==> src/design/dcache_pkg.sv <==
package dcache_pkg;

	// =========================================================================
	// Cache geometry
	// =========================================================================

	// Small index keeps the init and flush sweeps short
	localparam int DCACHE_INDEX_BITS = 6;
	localparam int DCACHE_LINES = 1 << DCACHE_INDEX_BITS;

	localparam int DCACHE_WORD_BITS = 32;
	localparam int DCACHE_ENTRY_BITS = 64;

	// =========================================================================
	// Entry layout: data in the upper word, word address and flags below
	// =========================================================================

	localparam int DCACHE_VALID_BIT = 0;
	localparam int DCACHE_DIRTY_BIT = 1;
	localparam int DCACHE_TAG_LSB = 2;
	localparam int DCACHE_TAG_MSB = 31;
	localparam int DCACHE_DATA_LSB = 32;
	localparam int DCACHE_DATA_MSB = 63;

	// Valid and dirty both clear
	localparam logic [DCACHE_ENTRY_BITS-1:0] DCACHE_INVALID_ENTRY = 64'h0000_0000_0000_0000;

	localparam int DCACHE_STAT_BITS = 32;

	// Controller states
	typedef enum logic [3:0] {
		INITIALIZE,
		IDLE,
		FLUSH_SETUP,
		FLUSH_CHECK,
		FLUSH_WRITE,
		FLUSH_NEXT,
		PASS_THROUGH,
		WRITE_SETUP,
		WRITE_WAIT,
		READ_SETUP,
		READ_WB_WAIT,
		READ_BUS_WAIT
	} dcache_state_t;

endpackage
==> src/design/dcache_stats.sv <==
`timescale 1ns/1ps

module dcache_stats
	import dcache_pkg::*;
(
	input  logic                        i_clock,
	input  logic                        i_reset,
	input  logic                        i_hit,
	input  logic                        i_miss,
	output logic [DCACHE_STAT_BITS-1:0] o_hit_count,
	output logic [DCACHE_STAT_BITS-1:0] o_miss_count
);

	// Slot 0 counts hits, slot 1 counts misses
	logic [1:0] events;
	logic [DCACHE_STAT_BITS-1:0] counts [2];

	assign events = {i_miss, i_hit};

	// Counters stick at all ones instead of wrapping
	always_ff @(posedge i_clock) begin
		for (int i = 0; i < 2; i++) begin
			if (i_reset) begin
				counts[i] <= '0;
			end else if (events[i] && (counts[i] != '1)) begin
				counts[i] <= counts[i] + 1'b1;
			end
		end
	end

	assign o_hit_count = counts[0];
	assign o_miss_count = counts[1];

endmodule

==> config.mk <==
export PLATFORM = sky130hd
export DESIGN_NAME = dcache_stats
export DESIGN_NICKNAME = d
export VERILOG_FILES = /design/src/design/dcache_pkg.sv /design/src/design/dcache_stats.sv
export SDC_FILE = /design/constraint.sdc
export NUM_CORES = 1
export LEC_CHECK = 0
export ABC_AREA = 0
export BUFFER_PORTS_ARGS = -buffer_cell sky130_fd_sc_hd__buf_2
export CELL_PAD_IN_SITES_DETAIL_PLACEMENT = 1
export CELL_PAD_IN_SITES_GLOBAL_PLACEMENT = 2
export CORE_MARGIN = 3
export CORE_UTILIZATION = 35
export CTS_CLUSTER_DIAMETER = 120
export DETAILED_ROUTE_END_ITERATION = 8
export HOLD_SLACK_MARGIN = 0.08
export PLACE_DENSITY_LB_ADDON = 0.1
export SYNTH_ARGS = -nofsm -noshare
export SYNTH_HDL_FRONTEND = slang
export SYNTH_SLANG_ARGS = --single-unit
==> constraint.sdc <==
create_clock -name i_clock -period 4.1 [get_ports i_clock]
set_input_delay 0.82 -clock i_clock [delete_from_list [all_inputs] [get_ports i_clock]]
set_output_delay 0.82 -clock i_clock [all_outputs]
set_load 0.01 [all_outputs]
== Yosys cells after proc, flatten, opt, wreduce, memory -nomap -nowiden ==
Memories as Yosys holds them, arrays and structs flattened.
Index checks and enable logic that the tools add are counted.
Operators by class
  $add $sub $neg: 2
  eq/ne operators: 2
  multiplexer cells: 10
  reductions and logical operators: 2
  bitwise operators: 2
Operators with widths (number)
  32-bit by 1-bit adder with 32-bit output (second input constant): 2
  32-bit two-way mux: 2
  32-bit != test (second input constant): 2
  1-bit two-way mux: 8
  1-bit logical AND: 2
  1-bit OR: 2
Storage, ports and cells
  bits in writable memories: 64
  logic and storage cells: 19
  memories kept: 1
  bits in registers: 0
Memories
  counts: depth 2, width 32, read ports 2, clocked after Yosys merged registers in 0, wr ports 2, line dcache_stats.sv:16  | logic [DCACHE_STAT_BITS-1:0] counts [2];

== Longest topological paths before layout ==
  depth after elaboration: 6
  gate-level depth with buffers: 7
  depth with buffers taken out: 5

== Least setup slack after synthesis ==
No wires, ideal clock.
  kind: reg2reg
  start point: memory counts[1][0]
  end point: memory counts[1][0], enable pin
  data required time: 3.678 ns
  slack: 0.923 ns
  period minus slack after synthesis: 3.177 ns
  arrival time: 2.755 ns
  cell stages (with the launch flop): 8
  buffers on the path: 2
  path through: edfxtp_1 ha_1 nand3_2 or4_1 clkbuf_1 buf_2 nor4_1 nor2_1
RTL lines (line)
  start: declaration: dcache_stats.sv:16

==> metrics.cfg <==
[global_routing]
grt_max_degree = 33
antenna_found_initial = 0
grt_pass1_vias = 3201
grt.overflow.total = 0
grt_pass1_wl_mm = 16.25
track_usage_pct = 17.62

[synthesis]
yosysWarnings = 0
synth_cells = 357
synth-edff-count = 64
synthFlopType = edfxtp_1
synth-seq-cells = 64
netlist_top_cells_count = 64 x edfxtp_1, 35 x a21oi_1, 32 x nor2_1, 23 x or4_1, 19 x xnor2_1
synth_cell_types = 36
async_reset_ff_share_pct = 0
netlist_area_sq_mm = 0.003660
netlist.area_leader.share_pct = 52.51
synth_most_common_cell = edfxtp_1
avgSynthCellArea_sq_um = 10.25
yosysSeqAreaShare_pct = 52.51
syn_nets = 363
yosysTopAreaCell = edfxtp_1
synth_area_leaders = edfxtp_1 53%, a21oi_1 4.8%, or4_1 4.7%

[worst_setup_path]
path_class = flop to flop
path_buf_inv = 1
slowest_delay_ps = 650
cp_cell_sequence = ha_1 -> nand3_1 -> or4_4 -> or3_1 -> a21o_1 -> buf_4
startpoint = counts[0][0]$_SDFFCE_PN0P_
arrival_ps = 3070
cp_slowest_cell = or4_4
crit_family = simple AND/OR/NAND/NOR gates
rr_startpoint = counts[0][0]$_SDFFCE_PN0P_
critPathMaxFanout = 21
crit_path_end_kind = flop
cp.required_ps = 4190
r2r_cells = 6
cp-start-kind = flop
rr_endpoint = counts[0][30]$_SDFFCE_PN0P_
reg2reg_slack_ps = 1120

[sta]
max_freq_mhz = 335.4
layout_min_cycle_time_ps = 2981
layout_setup_ws_ps = 1119
rsz0062_at_grt = false
fin_setup_tns_ps = 0
drv_slew = 0
hold_slack_ps = 655.1
fin_skew_ps = 9.306
tightest_slew_ps = 871.3
post-route-period-util_pct = 72.72
relSlewSlack_pct = 41.91
hold_viol = 0
setup-violations-final = 0

[finish]
largest_reg_flops = 64
top_regs = counts (64)
diodes = 0
regMostFlops = counts
nNetsFinal = 428
syn_to_final_growth_pct = 18.53
drive_above_1_share_pct = 21.78

[clock_network]
cts_buffers = 9
hold_buffers = 0
post-cts-setup-buffers = 0
root_buffer = clkbuf_8
cts_buffer_depth = 2
clkTransAtPathRegs_ps = 80
clk_latency_ps = 340
cts_tree = yes
cts_resized = 0
htree_levels = 3
cts_sinks = 64

[flow_run]
drv_cap = 0

[floorplan]
ios = 68
die_h_um = 108.3
rows = 36
die-area_sq_mm = 0.01172
core_sq_mm = 0.009955
initial_core_util_pct = 36.76
die_w_um = 108.3

[min_path]
whs_endpoint = counts[1][0]$_SDFFCE_PN0P_
hold_path_depth = 1
worstHoldPathType = flop to flop
hp-start = counts[1][0]$_SDFFCE_PN0P_

[detailed_routing]
drt_first_pass_iters = 4
wirelength_mm = 9.869
drt_iter0_drc = 94
final_antenna_net_count = 0
detail_route.wl_per_cell_um = 17.62
via_count = 3173
viasPerCell = 5.666
drc = 0

[power]
internal_power_w = 0.001159
leakagePower_nw = 1.492
p_switching_w = 0.0003975
pwr-share-clk_pct = 38.1
powerDensity_mw_per_mm2 = 358.7
vdd_ir_drop_max_mv = 0.1875
power_frac_seq_pct = 52.9
combPwrFrac_pct = 9.0
swShare_pct = 25.54

[placed_design]
gp_congestion = 0.7827
io_buffers = 67
post-place-ws_ps = 1066
dp.final_hpwl_mm = 6.928

[outcome]
outcome = complete, no violations

==> logic make-up (layout without fill, tap and decap cells) <==
kind of cell	after synthesis	count (layout)	synth area share, %
AND/OR/NAND/NOR	161	161	25.47
AO/OA/AOI/OAI	76	76	12.10
flip-flops	64	64	52.51
buffers and inverters	31	101	3.726
XOR/XNOR	23	23	5.504
adder cells (fa/ha/maj)	2	2	0.6837
==> power groups by stage <==
stage	Combinational, W	Sequential (W)	Clock (W)
after floorplan	0.0000585	0.000844	0
after global placement	0.000140	0.000834	0
after detailed placement	0.000142	0.000838	0
after CTS	0.000143	0.000824	0.000605
after global routing	0.000156	0.000833	0.000637
final	0.000139	0.000823	0.000594
==> layout make-up <==
class | instances | area (sq um)
clock buffer | 9 | 123.9
clock inverter | 7 | 86.33
fill | 1141 | 5617
inverter | 13 | 48.80
multi-input combinational | 262 | 1618
sequential | 64 | 1922
tap | 133 | 166.4
timing repair buffer | 72 | 372.9
==> cell usage in the layout (no fill, tap or decap), types with 2 or more instances in the layout <==
master     netlist  routed
buf_2            7      67
edfxtp_1        64      64
a21oi_1         35      35
nor2_1          32      31
or4_1           23      23
xnor2_1         19      19
nand3_1         18      18
or3_1           18      18
o21ai_0         18      18
nand2_1         18      18
nand4_1         16      16
o31ai_1         17      16
inv_1           13      13
and4_1           9       9
clkbuf_8         0       9
nor4_1           7       7
nor3_1           6       6
and3_1           5       5
buf_4            1       5
xor2_1           4       4
nor3b_1          2       2
ha_1             2       2
clkinv_2         0       2
clkinv_1         0       2
bufinv_16        0       2
==> routing by layer <==
metal / vias to the layer above / GRT usage [%] / wire [um]
met5: - / 0 / 0
met2: 63 / 27.18 / 4480
li1: 1520 / - / -
met1: 1578 / 24.11 / 4741
met3: 12 / 4.657 / 519
met4: 0 / 5.951 / 127
==> worst max-delay path by stage <==
stage | slack [ps] | cells after the start | to
finish | 1120 | 6 | counts[0][30]$_SDFFCE_PN0P_
global route | 890 | 6 | counts[0][27]$_SDFFCE_PN0P_
CTS | 1060 | 6 | counts[0][19]$_SDFFCE_PN0P_
detailed placement | 1070 | 6 | counts[0][9]$_SDFFCE_PN0P_
global placement | 1170 | 6 | counts[0][9]$_SDFFCE_PN0P_
floorplan | 920 | 7 | counts[1][0]$_SDFFCE_PN0P_
==> metrics by stage <==
step,total power [W],util [%],instances,area (sq um)
floorplan,0.0009027,-,357,3660
global placement,0.0009741,41.47,544,4128
detailed placement,0.0009802,41.47,544,4128
CTS,0.001571,43.58,560,4338
global route,0.001626,43.58,560,4338
finish,0.001556,43.58,560,4338
Power figures use the tool's default switching activity.
