### src/design/dcache_pkg.sv
package dcache_pkg;

	// =========================================================================
	// Cache geometry
	// =========================================================================

	// Small index keeps the init and flush sweeps short
	localparam int DCACHE_INDEX_BITS = 6;
	localparam int DCACHE_LINES = 1 << DCACHE_INDEX_BITS;

	localparam int DCACHE_WORD_BITS = 32;
	localparam int DCACHE_ENTRY_BITS = 64;

	// =========================================================================
	// Entry layout: data in the upper word, word address and flags below
	// =========================================================================

	localparam int DCACHE_VALID_BIT = 0;
	localparam int DCACHE_DIRTY_BIT = 1;
	localparam int DCACHE_TAG_LSB = 2;
	localparam int DCACHE_TAG_MSB = 31;
	localparam int DCACHE_DATA_LSB = 32;
	localparam int DCACHE_DATA_MSB = 63;

	// Valid and dirty both clear
	localparam logic [DCACHE_ENTRY_BITS-1:0] DCACHE_INVALID_ENTRY = 64'h0000_0000_0000_0000;

	localparam int DCACHE_STAT_BITS = 32;

	// Controller states
	typedef enum logic [3:0] {
		INITIALIZE,
		IDLE,
		FLUSH_SETUP,
		FLUSH_CHECK,
		FLUSH_WRITE,
		FLUSH_NEXT,
		PASS_THROUGH,
		WRITE_SETUP,
		WRITE_WAIT,
		READ_SETUP,
		READ_WB_WAIT,
		READ_BUS_WAIT
	} dcache_state_t;

endpackage
### src/design/dcache_controller.sv
`timescale 1ns/1ps

module dcache_controller
	import dcache_pkg::*;
(
	input  logic                         i_clock,
	input  logic                         i_reset,

	// CPU side
	input  logic                         i_rw,
	input  logic                         i_request,
	input  logic                         i_flush,
	input  logic                         i_cacheable,
	input  logic [31:0]                  i_address,
	input  logic [DCACHE_WORD_BITS-1:0]  i_wdata,
	output logic                         o_ready,
	output logic [DCACHE_WORD_BITS-1:0]  o_rdata,

	// Bus side
	output logic                         o_bus_rw,
	output logic                         o_bus_request,
	input  logic                         i_bus_ready,
	output logic [31:0]                  o_bus_address,
	input  logic [DCACHE_WORD_BITS-1:0]  i_bus_rdata,
	output logic [DCACHE_WORD_BITS-1:0]  o_bus_wdata,

	// Tag and data RAM
	output logic                         o_ram_we,
	output logic [DCACHE_INDEX_BITS-1:0] o_ram_addr,
	output logic [DCACHE_ENTRY_BITS-1:0] o_ram_wdata,
	input  logic [DCACHE_ENTRY_BITS-1:0] i_ram_rdata,

	// Statistics events
	output logic                         o_stat_hit,
	output logic                         o_stat_miss
);

	dcache_state_t state;

	// Extra top bit marks the end of a sweep
	logic [DCACHE_INDEX_BITS:0] sweep_ptr;
	logic sweep_done;

	logic entry_valid;
	logic entry_dirty;
	logic [DCACHE_TAG_MSB:DCACHE_TAG_LSB] entry_tag;
	logic [DCACHE_WORD_BITS-1:0] entry_data;
	logic entry_hit;
	logic victim_dirty;
	logic request_accept;
	logic sweep_addressing;

	function automatic logic [DCACHE_ENTRY_BITS-1:0] make_entry(
		input logic [DCACHE_WORD_BITS-1:0] data,
		input logic [31:0] address,
		input logic dirty
	);
		logic [DCACHE_ENTRY_BITS-1:0] entry;
		entry = '0;
		entry[DCACHE_DATA_MSB:DCACHE_DATA_LSB] = data;
		entry[DCACHE_TAG_MSB:DCACHE_TAG_LSB] = address[DCACHE_TAG_MSB:DCACHE_TAG_LSB];
		entry[DCACHE_DIRTY_BIT] = dirty;
		entry[DCACHE_VALID_BIT] = 1'b1;
		return entry;
	endfunction

	// Fields of the line the RAM is currently showing
	assign entry_valid = i_ram_rdata[DCACHE_VALID_BIT];
	assign entry_dirty = i_ram_rdata[DCACHE_DIRTY_BIT];
	assign entry_tag = i_ram_rdata[DCACHE_TAG_MSB:DCACHE_TAG_LSB];
	assign entry_data = i_ram_rdata[DCACHE_DATA_MSB:DCACHE_DATA_LSB];

	// Tag is the full word address, so a match means this exact word
	assign entry_hit = entry_valid && (entry_tag == i_address[DCACHE_TAG_MSB:DCACHE_TAG_LSB]);
	assign victim_dirty = entry_dirty && !entry_hit;

	assign request_accept = i_request && !o_ready;
	assign sweep_done = sweep_ptr[DCACHE_INDEX_BITS];

	assign sweep_addressing = (state == INITIALIZE) || (state == FLUSH_SETUP) ||
		(state == FLUSH_CHECK) || (state == FLUSH_WRITE) || (state == FLUSH_NEXT);

	assign o_ram_addr = sweep_addressing ? sweep_ptr[DCACHE_INDEX_BITS-1:0]
		: i_address[DCACHE_TAG_LSB +: DCACHE_INDEX_BITS];

	// =========================================================================
	// RAM write port, written in the same cycle the decision is made
	// =========================================================================

	always_comb begin
		o_ram_we = 1'b0;
		o_ram_wdata = make_entry(i_wdata, i_address, 1'b1);
		case (state)
			INITIALIZE: begin
				o_ram_we = !sweep_done;
				o_ram_wdata = DCACHE_INVALID_ENTRY;
			end
			IDLE: begin
				// Write hit on the hot line
				o_ram_we = request_accept && !i_flush && i_cacheable && i_rw && entry_hit;
			end
			WRITE_SETUP: begin
				o_ram_we = !victim_dirty;
			end
			WRITE_WAIT: begin
				o_ram_we = i_bus_ready;
			end
			READ_BUS_WAIT: begin
				// Refill lands clean
				o_ram_we = o_bus_request && i_bus_ready;
				o_ram_wdata = make_entry(i_bus_rdata, i_address, 1'b0);
			end
			FLUSH_WRITE: begin
				o_ram_we = i_bus_ready;
				o_ram_wdata = DCACHE_INVALID_ENTRY;
			end
			default: begin
			end
		endcase
	end

	// =========================================================================
	// Main FSM
	// =========================================================================

	always_ff @(posedge i_clock) begin
		o_ready <= 1'b0;
		o_stat_hit <= 1'b0;
		o_stat_miss <= 1'b0;

		case (state)
			INITIALIZE: begin
				if (sweep_done) begin
					state <= IDLE;
				end else begin
					sweep_ptr <= sweep_ptr + 1'b1;
				end
			end

			IDLE: begin
				if (request_accept) begin
					if (i_flush) begin
						sweep_ptr <= '0;
						state <= FLUSH_SETUP;
					end else if (i_cacheable) begin
						// Fast path when the RAM already shows the requested word
						if (entry_hit) begin
							if (!i_rw) begin
								o_rdata <= entry_data;
							end
							o_ready <= 1'b1;
							o_stat_hit <= 1'b1;
						end else begin
							state <= i_rw ? WRITE_SETUP : READ_SETUP;
						end
					end else begin
						o_bus_rw <= i_rw;
						o_bus_address <= i_address;
						o_bus_wdata <= i_wdata;
						o_bus_request <= 1'b1;
						state <= PASS_THROUGH;
					end
				end
			end

			PASS_THROUGH: begin
				if (i_bus_ready) begin
					o_bus_request <= 1'b0;
					o_rdata <= i_bus_rdata;
					o_ready <= 1'b1;
					state <= IDLE;
				end
			end

			// Bus must be quiet before the next line is examined
			FLUSH_SETUP: begin
				if (!i_bus_ready) begin
					if (sweep_done) begin
						o_ready <= 1'b1;
						state <= IDLE;
					end else begin
						state <= FLUSH_CHECK;
					end
				end
			end

			FLUSH_CHECK: begin
				if (entry_dirty) begin
					o_bus_rw <= 1'b1;
					o_bus_address <= {entry_tag, 2'b00};
					o_bus_wdata <= entry_data;
					o_bus_request <= 1'b1;
					state <= FLUSH_WRITE;
				end else begin
					sweep_ptr <= sweep_ptr + 1'b1;
					state <= FLUSH_SETUP;
				end
			end

			FLUSH_WRITE: begin
				if (i_bus_ready) begin
					o_bus_request <= 1'b0;
					state <= FLUSH_NEXT;
				end
			end

			FLUSH_NEXT: begin
				sweep_ptr <= sweep_ptr + 1'b1;
				state <= FLUSH_SETUP;
			end

			WRITE_SETUP: begin
				if (victim_dirty) begin
					o_bus_rw <= 1'b1;
					o_bus_address <= {entry_tag, 2'b00};
					o_bus_wdata <= entry_data;
					o_bus_request <= 1'b1;
					state <= WRITE_WAIT;
				end else begin
					o_ready <= 1'b1;
					o_stat_hit <= entry_hit;
					o_stat_miss <= !entry_hit;
					state <= IDLE;
				end
			end

			// Victim written back, new word goes in on the same edge
			WRITE_WAIT: begin
				if (i_bus_ready) begin
					o_bus_request <= 1'b0;
					o_ready <= 1'b1;
					o_stat_miss <= 1'b1;
					state <= IDLE;
				end
			end

			READ_SETUP: begin
				if (entry_hit) begin
					o_rdata <= entry_data;
					o_ready <= 1'b1;
					o_stat_hit <= 1'b1;
					state <= IDLE;
				end else if (victim_dirty) begin
					o_bus_rw <= 1'b1;
					o_bus_address <= {entry_tag, 2'b00};
					o_bus_wdata <= entry_data;
					o_bus_request <= 1'b1;
					state <= READ_WB_WAIT;
				end else begin
					o_bus_rw <= 1'b0;
					o_bus_address <= i_address;
					o_bus_request <= 1'b1;
					state <= READ_BUS_WAIT;
				end
			end

			// Request drops for one cycle, then the read goes out
			READ_WB_WAIT: begin
				if (i_bus_ready) begin
					o_bus_request <= 1'b0;
					o_bus_rw <= 1'b0;
					o_bus_address <= i_address;
					state <= READ_BUS_WAIT;
				end
			end

			READ_BUS_WAIT: begin
				if (!o_bus_request) begin
					o_bus_request <= 1'b1;
				end else if (i_bus_ready) begin
					o_bus_request <= 1'b0;
					o_rdata <= i_bus_rdata;
					o_ready <= 1'b1;
					o_stat_miss <= 1'b1;
					state <= IDLE;
				end
			end

			default: begin
				state <= IDLE;
			end
		endcase

		// Reset restarts the invalidation sweep
		if (i_reset) begin
			state <= INITIALIZE;
			sweep_ptr <= '0;
			o_ready <= 1'b0;
			o_bus_request <= 1'b0;
			o_stat_hit <= 1'b0;
			o_stat_miss <= 1'b0;
		end
	end

endmodule

### config.mk
export PLATFORM = sky130hd
export DESIGN_NAME = dcache_controller
export DESIGN_NICKNAME = d
export VERILOG_FILES = /design/src/design/dcache_pkg.sv /design/src/design/dcache_controller.sv
export SDC_FILE = /design/constraint.sdc
export NUM_CORES = 1
export LEC_CHECK = 0
export BUFFER_PORTS_ARGS = -buffer_cell sky130_fd_sc_hd__buf_4
export CORE_AREA = 4 4 130 132
export DETAILED_ROUTE_END_ITERATION = 12
export DIE_AREA = 0 0 134 136
export PLACE_DENSITY_LB_ADDON = 0.1
export RECOVER_POWER = 100
export SLEW_MARGIN = 10
export SYNTH_ARGS = -nofsm -noshare
export SYNTH_HDL_FRONTEND = slang
export SYNTH_SLANG_ARGS = --single-unit
### constraint.sdc
create_clock -name i_clock -period 6.7 [get_ports i_clock]
set_input_delay 1.34 -clock i_clock [delete_from_list [all_inputs] [get_ports i_clock]]
set_output_delay 1.34 -clock i_clock [all_outputs]
set_load 0.03 [all_outputs]
-- After elaboration in Yosys (flattened, before gate mapping)
Index checks and enable logic that the tools add are counted.
- multiplexer cells: 80
- reductions and logical operators: 34
- shift-type cells: 0
- div/mod/pow operators: 0
- $mul: 0
- bitwise operators: 0
- equal/unequal tests: 32
- $lt $le $gt $ge: 0
- add/sub/neg operators: 1
- operators by type and width (kind ; count):
    2-to-1 mux 32 bit ; 22
    case mux 32 bit (4 select lines) ; 2
    case mux 32 bit (5 select lines) ; 1
    case mux 64 bit (2 select lines) ; 1
    2-to-1 mux 4 bit ; 13
    case mux 4 bit (11 select lines) ; 1
    inequality test 2 bit, second input constant ; 18
    == test 30 bit ; 1
    2-to-1 mux 7 bit ; 4
    case mux 7 bit (4 select lines) ; 1
    2-to-1 mux 1 bit ; 26
    AND reduction 8 bit ; 3
    == test 4 x 3 -> 1 bit, second input constant ; 4
    == test 4 bit, second input constant ; 4
    case mux 1 bit (6 select lines) ; 2
    nonzero test 4 bit ; 3
    case mux 1 bit (5 select lines) ; 2
    == test 4 x 2 -> 1 bit, second input constant ; 2
    logical AND 1 bit ; 8
    adder 7 x 1 -> 7 bit, second input constant ; 1
    AND reduction 7 bit ; 1
    2-to-1 mux 6 bit ; 1
    case mux 1 bit (3 select lines) ; 2
    AND reduction 6 bit ; 1
    14 further kinds ; 23
- RAM bits: 0
- logic and storage cells: 158
- output and inout port bits: 172
- memories: 0
- bits in registers: 112
- bits in latches: 0
- bits in read-only memories: 0
- input port bits: 167

-- Logic depth before layout (Yosys ltp)
Gate-level depths: netlist of the first run.
- word-level depth: 7
- gate-level depth with buffers: 9
- mapped depth without buffers: 7

-- Worst setup path after synthesis of the first run
Ideal clock, no wire load.
- path kind: input to register
- start: input port i_address[30]
- end: register o_rdata[0] (enable)
- path slack: 2597 ps
- data required time: 6279 ps
- path buffers: 0
- library setup time: 421 ps
- arrival time: 3682 ps
- cell stages on the path: 7
- path through: xnor2_1 -> nand4_1 -> nor4_2 -> nand4_2 -> nor2_1 -> a21oi_1 -> nor2_1
- word-level cells in the longest chain between the ends: 4
- elaborated cells between the ends (all ways): 5
- classes of those cells: eq/ne (3); reduce/logical (2)
- RTL lines (item ; RTL line ; source):
    start: declaration ; dcache_controller.sv:14 ; input logic [31:0] i_address,
    == test 30 bit (*) ; dcache_controller.sv:74 ; assign entry_hit = entry_valid && (entry_tag == i_address[DCACHE_TAG_MSB:DCACHE_TAG_LSB]);
    logical AND 1 bit (*) ; dcache_controller.sv:74 ;
    inequality test 2 bit (no source line) ; -- ;
    AND reduction 8 bit (no source line) (*) ; -- ;
    end signal: assignment ; dcache_controller.sv:149 ; o_rdata <= entry_data;
    end signal: assignment ; dcache_controller.sv:169 ; o_rdata <= i_bus_rdata;
    end signal: assignment ; dcache_controller.sv:239 ; o_rdata <= entry_data;
    end: declaration ; dcache_controller.sv:17 ; output logic [DCACHE_WORD_BITS-1:0] o_rdata,
Mark *: on every way between the ends. The rest lies on a longest branch, timed or not.
A chain may end at the register's enable or synchronous reset.

-- Worst setup path after layout of the first run
- start: register state[2]
- end: output port o_ram_wdata[32]
- word-level cells in the longest chain between the ends: 3
- elaborated cells between the ends (all ways): 5
- classes of those cells: eq/ne (2); mux (1); reduce/logical (2)
- RTL lines (item ; RTL line ; source):
    start: declaration ; dcache_controller.sv:38 ; dcache_state_t state;
    start signal: assignment ; dcache_controller.sv:154 ; state <= i_rw ? WRITE_SETUP : READ_SETUP;
    == test 4 x 3 -> 1 bit or logical NOT 4 bit (tied branches) ; dcache_controller.sv:93 ; case (state)
    OR reduction 2 bit (no source line) ; -- ;
    case mux 64 bit (2 select lines) (*) ; dcache_controller.sv:93 ;
    end: declaration ; dcache_controller.sv:30 ; output logic [DCACHE_ENTRY_BITS-1:0] o_ram_wdata,
Marked as above.

==> impl_metrics.tcl, run 1 <==
set metrics [dict create \
    grt_first_pass_wirelength_um 33400 \
    grt_usage_pct 23.6 \
    cts_hold_buffers 0 \
    crit_path_start_kind "flip-flop" \
    syn_inst 525 \
    drive_gt1_share_pct 36.1 \
    antenna_left 0 \
    yosysTopAreaCell "edfxtp_1" \
    violations "capacitance limit, slew limit" \
    numCtsBuffers 9 \
    cts_tree "yes" \
    die-height_um 136 \
    period_share_pct 80.2 \
    fin_nets 1017 \
    fin_crit_ns 5.37 \
    synth_area_leaders "edfxtp_1, mux2_2, mux2_4" \
    core_area_sq_um 15700 \
    worst_slew_pin_slew_ns 3.40 \
    final_util_pct 56.4 \
    nFillCells 1503 \
    grt_max_degree 35 \
    drt-vias-per-instance 5.34 \
    clk_latency_ns 0.35 \
    rsz0062_at_grt "no" \
    finalSetupTns_ns 0 \
    ir_worst_vdd_mv 0.139 \
    avgSynthCellArea_sq_um 12.3 \
    cp.arrival_ns 4.03 \
    grt_overflow 0 \
    synth_ff_type "edfxtp_1" \
    clkSlewWorstSetupHoldPaths_ns 0.08 \
    first_global_vias 5706 \
    vias 5706 \
    netlist.area_leader.share_pct 45.2 \
    multi_input_area_sq_um 2950 \
    cts_resized 0 \
    num_antenna_cells 0 \
    wl_per_cell_um 21.4 \
    cts_buffer_depth 2 \
    cap_violations 5 \
    syn_nets 694 \
    cts_setup_buffers 0 \
    ys_seq_area_share_pct 49.8 \
    die_area_sq_um 18200 \
    area_growth_pct 37.4 \
    slew_violations 168 \
    io_pins 339 \
    cp-end-kind "output pin" \
    hold_class "flip-flop to flip-flop" \
    status "complete, but fails checks" \
    cellPowerDensity_nw_per_um2 306 \
    synth_seq_cells 112 \
    die_x_um 134 \
    max_slew_margin_pct -127 \
    synth-edff-count 97 \
    clock_skew_ns 0.00884 \
    syn_area_sq_um 6450 \
    cts.htree.levels 3 \
    hold_violations 0 \
    seq_area_sq_um 3210 \
    ys_warn_count 0 \
    cellLeakagePower_nw 3.44 \
    drc 0 \
    cts-root-buf "clkbuf_16" \
    rows 46 \
    start_util_pct 41.1 \
    globalplace.congestion 0.892 \
    antenna_found_initial 0 \
    firstDrtPassIters 5 \
    max_freq_ghz 0.186 \
    dp_hpwl_um 17600 \
    worstPathMaxFanout 34 \
    required_ns 5.36 \
    portBuffers 338 \
    clock-sinks 112 \
    critPathKind "flip-flop to output pin" \
    async_reset_ff_share_pct 0 \
    wl_um 22900 \
    setup_viol 0 \
    drt_iter0_drc 383 \
    synth.distinct_cells 54 \
]
[kinds of logic (layout without fill, tap and decap cells)]
group	count (synthesis)	after routing	synth area share (%)
AND/OR/NAND/NOR	135	135	11.4
flip-flops	112	112	49.8
multiplexers	103	103	19.6
AO/OA/AOI/OAI	100	100	11.3
buffers and inverters	37	365	2.66
XOR/XNOR	36	36	4.89
adder cells (fa/ha/maj)	2	2	0.388
[cells in the final DEF, fill, tap and decap left out, types with 11 or more instances in the layout]
| cell type | Yosys | routed |
|---|---|---|
| and2_1 | 30 | 15 |
| mux2_2 | 72 | 70 |
| buf_4 | 0 | 218 |
| mux2_1 | 0 | 30 |
| clkbuf_1 | 19 | 128 |
| a21oi_1 | 16 | 16 |
| xor2_1 | 15 | 15 |
| nor2_1 | 31 | 31 |
| nand2b_1 | 11 | 11 |
| and2_0 | 0 | 15 |
| edfxtp_1 | 97 | 97 |
| o21ai_0 | 15 | 16 |
| dfxtp_1 | 15 | 15 |
| xnor2_1 | 21 | 21 |
| nand2_1 | 19 | 20 |
| a22o_1 | 32 | 32 |
[path summary, 6_finish.rpt]
kind,from,to,slack [ns],cells after the start
max,state[2],o_ram_wdata[32],1.33,7
min,o_bus_request,o_bus_request,0.54,2
max reg2reg,state[3],o_rdata[29],1.82,7
min reg2reg,o_bus_request,o_bus_request,0.54,2
[area by class of cell]
class / count / share of cell area [%]
Timing Repair Buffer: 345 / 23.8
Multi-Input combinational cell: 376 / 33.3
Clock inverter: 6 / 0.762
Tap cell: 216 / 3.05
Clock buffer: 10 / 2.58
Sequential cell: 112 / 36.3
Inverter: 4 / 0.169
[metal layers]
layer	wire, um	part of all wire (%)	global-route usage (%)	up-vias
met4	541	2.4	8.29	0
met3	1510	6.6	4.48	40
li1	-	-	-	2628
met2	11700	51	41.8	274
met5	0	0	0	-
met1	9150	40	28.8	2764
[through the flow]
step           area (sq um)  cells  power [mW]  hold slack [ns]  worst slack (ns)
3_3_place_gp           9200   1053        2.27            0.529              2.17
4_1_cts                9500   1069        2.83            0.546              2.14
2_1_floorplan          6450    525        1.75            0.490              2.60
3_5_place_dp           9200   1053        2.29            0.530              2.15
6_report               8860   1069        2.71            0.537              1.33
5_1_grt                8860   1069        2.84            0.610              1.09
[cells in the mapped netlist, drive strengths merged, types with 2 or more instances]
library cell	number
mux2i	3
nor2b	10
and3	4
ha	2
xnor2	21
nor4	5
nand4	9
mux2	100
xor2	15
a31oi	7
o22ai	2
o21ai	17
and2	30
o31ai	7
nand2	20
nor2	32
a22o	32
dfxtp	15
nand2b	11
nand3b	2
a32oi	3
a21oi	16
edfxtp	97
clkbuf	19
buf	14
inv	4
nor3	4
a211oi	4
nand3	4
a22oi	2
[registers in the layout, summed over array words and instances, names as in the netlist]
signal / count
o_ready: 1
o_bus_rw: 1
o_bus_address: 32
o_bus_wdata: 32
o_stat_hit: 1
o_stat_miss: 1
sweep_ptr: 7
o_rdata: 32
o_bus_request: 1
state: 4
[worst max-delay path, stage by stage (launching register included)]
cell	delay, ns
dfxtp_1	1.02
nor2b_1	0.22
and3_1	0.26
buf_4	0.25
nor2_1	0.14
clkbuf_1	1.30
a22o_1	0.30
buf_4	0.18
[where the power goes]
part           total [mW]  leakage (nW)  internal [mW]  switching [mW]
Combinational        1.23          2.29          0.387           0.845
Sequential          0.933          1.01          0.895          0.0384
Clock               0.549         0.139          0.292           0.257
Note: power is estimated with default switching activity, not from simulation.
==> run 2: changes to the inputs <==
Settings changed: CORE_AREA 4 4 130 132 to 4 4 131 133, DIE_AREA 0 0 134 136 to 0 0 135 137.
Clock period 6.7 ns to 5.1 ns, I/O delays scaled along.
==> run 2 against run 1 <==
  * The run still ends with capacitance limit, slew limit left
  * Global-route usage is 0.20 points higher
  * Core utilization is 0.87 points lower
  * Worst setup slack worse by 0.65 ns
  * Sequential power is 32% higher
  * Routed wire length is 2.3% higher
  * Final cell count is 0.28% higher
  * Critical path depth is 2 lower
  * Critical endpoint unchanged
==> impl_metrics.tcl, run 2 (synthesis results as in run 1) <==
set metrics [dict create \
    drc 0 \
    cts-root-buf "clkbuf_16" \
    die_x_um 135 \
    switching_power_mw 1.51 \
    grt_usage_pct 23.8 \
    crit_buf_inv 2 \
    final_util_pct 55.5 \
    cts.htree.levels 3 \
    die_area_sq_um 18500 \
    wl_per_cell_um 21.9 \
    globalplace.congestion 0.900 \
    critPathKind "flip-flop to output pin" \
    num_antenna_cells 0 \
    max_stage_delay_ns 0.88 \
    start_util_pct 40.8 \
    rows 46 \
    fin_cells 1072 \
    clkSlewWorstSetupHoldPaths_ns 0.07 \
    cellLeakagePower_nw 3.35 \
    cts_tree "yes" \
    first_global_vias 5661 \
    drive_gt1_share_pct 33.3 \
    crit_slowest_cell "dfxtp_1" \
    finalSetupTns_ns 0 \
    p_clk_share_pct 20.5 \
    die-height_um 137 \
    antenna_left 0 \
    cts_setup_buffers 0 \
    dp_hpwl_um 18100 \
    final_common_cell "buf_4" \
    worstPathMaxFanout 27 \
    period_share_pct 86.6 \
    cts_hold_buffers 0 \
    wl_um 23400 \
    vias 5703 \
    io_pins 339 \
    seq_area_sq_um 3210 \
    max_freq_ghz 0.226 \
    cts_buffer_depth 2 \
    p_sw_share_pct 42.8 \
    ir_worst_vdd_mv 0.264 \
    drt_iter0_drc 400 \
    cellPowerDensity_nw_per_um2 400 \
    placed_cells 1056 \
    required_ns 4.08 \
    final_cell_mix "buf_4, clkbuf_1, edfxtp_1" \
    violations "capacitance limit, slew limit" \
    drt-vias-per-instance 5.32 \
    fin_nets 1020 \
    area_growth_pct 36.2 \
    path_cells "nor3_1 > nor2_1 > clkbuf_2 > a22o_1 > clkbuf_1" \
    multi_input_area_sq_um 2970 \
    numCtsBuffers 9 \
    core_area_sq_um 15800 \
    crit_path_start_kind "flip-flop" \
    rsz0062_at_grt "no" \
    cp_top_family "buffers and inverters" \
    antenna_found_initial 0 \
    hold_violations 0 \
    top_regs "o_bus_address (32), o_bus_wdata (32), o_rdata (32)" \
    clock-sinks 112 \
    cts_resized 0 \
    hold_class "flip-flop to flip-flop" \
    slew_violations 168 \
    grt_first_pass_wirelength_um 33800 \
    setup_viol 0 \
    cp-end-kind "output pin" \
    portBuffers 338 \
    p_int_mw 2.01 \
    clock_skew_ns 0.00705 \
    seqPwrFrac_pct 35.0 \
    max_slew_margin_pct -38.3 \
    status "complete, but fails checks" \
    cap_violations 5 \
    firstDrtPassIters 7 \
    fin_crit_ns 4.42 \
    grt_overflow 0 \
    p_comb_share_pct 44.5 \
    nFillCells 1539 \
    clk_latency_ns 0.35 \
    worst_slew_pin_slew_ns 2.08 \
    cp.arrival_ns 3.40 \
    grt_max_degree 35 \
]
run 2: worst min-delay path, cell delays in order, from the launching register on:
cell	delay [ns]
dfxtp_1	0.34
nand2b_1	0.08
mux2i_1	0.06
run 2: final timing paths:
kind	from	to	slack (ns)	depth (start not counted)
max reg2reg	state[3]	o_rdata[25]	0.90	8
max	state[3]	o_ram_wdata[32]	0.68	5
min	o_bus_request	o_bus_request	0.53	2
min reg2reg	o_bus_request	o_bus_request	0.53	2
run 2: routing by layer:
layer | GRT usage [%] | up-vias | wire length (um)
li1 | - | 2642 | -
met1 | 28.2 | 2731 | 8870
met2 | 41.2 | 283 | 11900
met3 | 6.80 | 47 | 2060
met4 | 8.79 | 0 | 616
met5 | 0 | - | 0
run 2: through the flow:
step	setup slack, ns	area (sq um)	power (mW)	hold WS [ns]
finish	0.684	8790	3.52	0.530
global route	0.529	8790	3.68	0.561
CTS	1.18	9520	3.72	0.534
detailed placement	1.19	9220	3.01	0.522
global placement	1.21	9220	2.98	0.510
floorplan	1.32	6450	2.30	0.490
run 2: cell type report:
cell class              count  share of cell area [%]
clock buffers               9                    2.56
clock inverters             7                   0.812
inverters                   4                   0.171
multi-input cells         376                    33.7
flip-flops and latches    112                    36.6
well taps                 216                    3.08
repair buffers            348                    23.1
run 2: power by group through the flow:
stage	Combinational, mW	Sequential (mW)	Clock, mW
after global routing	1.66	1.24	0.772
after detailed placement	1.76	1.25	0
after floorplan	0.884	1.42	0
after CTS	1.76	1.23	0.734
after global placement	1.74	1.24	0
final	1.57	1.23	0.721
==> run 3: changes to the inputs <==
Settings changed: CORE_AREA 4 4 131 133 to 4 4 130 132, DIE_AREA 0 0 135 137 to 0 0 134 136.
Clock period 5.1 ns to 5.5 ns, I/O delays scaled along.
==> run 3 against run 2 <==
  * The flow still finishes with violations (capacitance limit, slew limit)
  * Combinational power fell by 6%
  * Count of clock-buffer cells in the layout rose by 1
  * Sequential share of layout area barely moved
==> impl_metrics.tcl, run 3 (synthesis results as in run 1) <==
set metrics [dict create \
    status "complete, but fails checks" \
    violations "capacitance limit, slew limit" \
    num_antenna_cells 0 \
    clk_latency_ns 0.35 \
    period_share_pct 79.5 \
    cp.arrival_ns 3.27 \
    grt_max_degree 35 \
    firstDrtPassIters 5 \
    dp_hpwl_um 17500 \
    numCtsBuffers 9 \
    cellPowerDensity_nw_per_um2 373 \
    crit_path_start_kind "input port" \
    die_area_sq_um 18200 \
    die_x_um 134 \
    antenna_found_initial 0 \
    vias 5741 \
    cts-root-buf "clkbuf_16" \
    globalplace.congestion 0.904 \
    clock_skew_ns 0.00937 \
    cap_violations 4 \
    cellLeakagePower_nw 3.34 \
    crit_slowest_cell "nand4_1" \
    core_area_sq_um 15700 \
    portBuffers 338 \
    start_util_pct 41.1 \
    cts_buffer_depth 2 \
    max_freq_ghz 0.229 \
    setup_viol 0 \
    r2r_slack_ns 1.43 \
    required_ns 4.40 \
    die-height_um 136 \
    critPathKind "input port to output pin" \
    cp-end-kind "output pin" \
    cts_tree "yes" \
    cts_setup_buffers 0 \
    worst_slew_pin_slew_ns 2.08 \
    drive_gt1_share_pct 33.5 \
    rows 46 \
    wl_um 23200 \
    grt_first_pass_wirelength_um 33500 \
    first_global_vias 5802 \
    antenna_left 0 \
    final_cell_mix "buf_4, clkbuf_1, edfxtp_1" \
    cts.htree.levels 3 \
    grt_usage_pct 23.8 \
    io_pins 339 \
    clock-sinks 112 \
    crit_buf_inv 2 \
    hold_class "flip-flop to flip-flop" \
    slew_violations 133 \
    p_total_mw 3.27 \
    fin_crit_ns 4.37 \
    fin_nets 1018 \
    hold_violations 0 \
    clkSlewWorstSetupHoldPaths_ns 0.07 \
    worstPathMaxFanout 10 \
    area_growth_pct 36.1 \
    final_common_cell "buf_4" \
    drt-vias-per-instance 5.37 \
    top_regs "o_bus_address (32), o_bus_wdata (32), o_rdata (32)" \
    drc 0 \
    drt_iter0_drc 401 \
    max_slew_margin_pct -38.8 \
    cts_resized 0 \
    finalSetupTns_ns 0 \
    rsz0062_at_grt "no" \
    max_stage_delay_ns 0.50 \
    path_cells "clkbuf_1 > xnor2_1 > nand4_1 > nor4_1 > nand4_1 > o31ai_1 > a21o_1 > clkbuf_1" \
    cp_top_family "simple AND/OR/NAND/NOR gates" \
    ir_worst_vdd_mv 0.189 \
    wl_per_cell_um 21.7 \
    cts_hold_buffers 0 \
    grt_overflow 0 \
]
run 3: cell type report:
type,count,area [sq um]
fill,1535,6930
sequential,112,3210
multi-input combinational,376,2950
timing repair buffer,346,2030
tap,216,270
clock buffer,10,229
clock inverter,6,67.6
inverter,4,15.0
run 3: final timing paths:
path                      start  cells after the start            end
setup reg to reg       state[3]                      6     o_rdata[9]
hold / removal    o_bus_request                      2  o_bus_request
setup / recovery   i_address[5]                      8       o_ram_we
hold reg to reg   o_bus_request                      2  o_bus_request
run 3: power by group:
| part | total, mW | internal, mW | switching [mW] |
|---|---|---|---|
| combinational | 1.47 | 0.433 | 1.04 |
| clock | 0.672 | 0.356 | 0.316 |
| sequential | 1.13 | 1.08 | 0.0429 |
| total | 3.27 | 1.87 | 1.40 |
run 3: per-layer routing:
layer | global-route usage (%) | vias up | part of all wire [%]
met5 | 0 | - | 0
met4 | 9.37 | 0 | 3.3
met3 | 6.07 | 44 | 7.1
met2 | 41.6 | 253 | 50
met1 | 28.2 | 2809 | 40
li1 | - | 2635 | -
run 3: per-stage QoR:
step / hold WS [ns] / worst slack, ns / util (%) / cells / cell area [sq um]
2_1_floorplan: 0.490 / 1.64 / - / 525 / 6450
3_3_place_gp: 0.506 / 1.45 / 58.6 / 1054 / 9210
3_5_place_dp: 0.534 / 1.41 / 58.6 / 1054 / 9210
4_1_cts: 0.554 / 1.41 / 60.5 / 1070 / 9500
5_1_grt: 0.586 / 1.00 / 55.9 / 1070 / 8780
6_report: 0.544 / 1.13 / 55.9 / 1070 / 8780
run 3: worst reg2reg max path: cells and delay by family, from the launching register on:
family | cells | cell delay [ns]
compound gates | 2 | 0.27
flops | 1 | 0.89
simple gates | 4 | 2.49
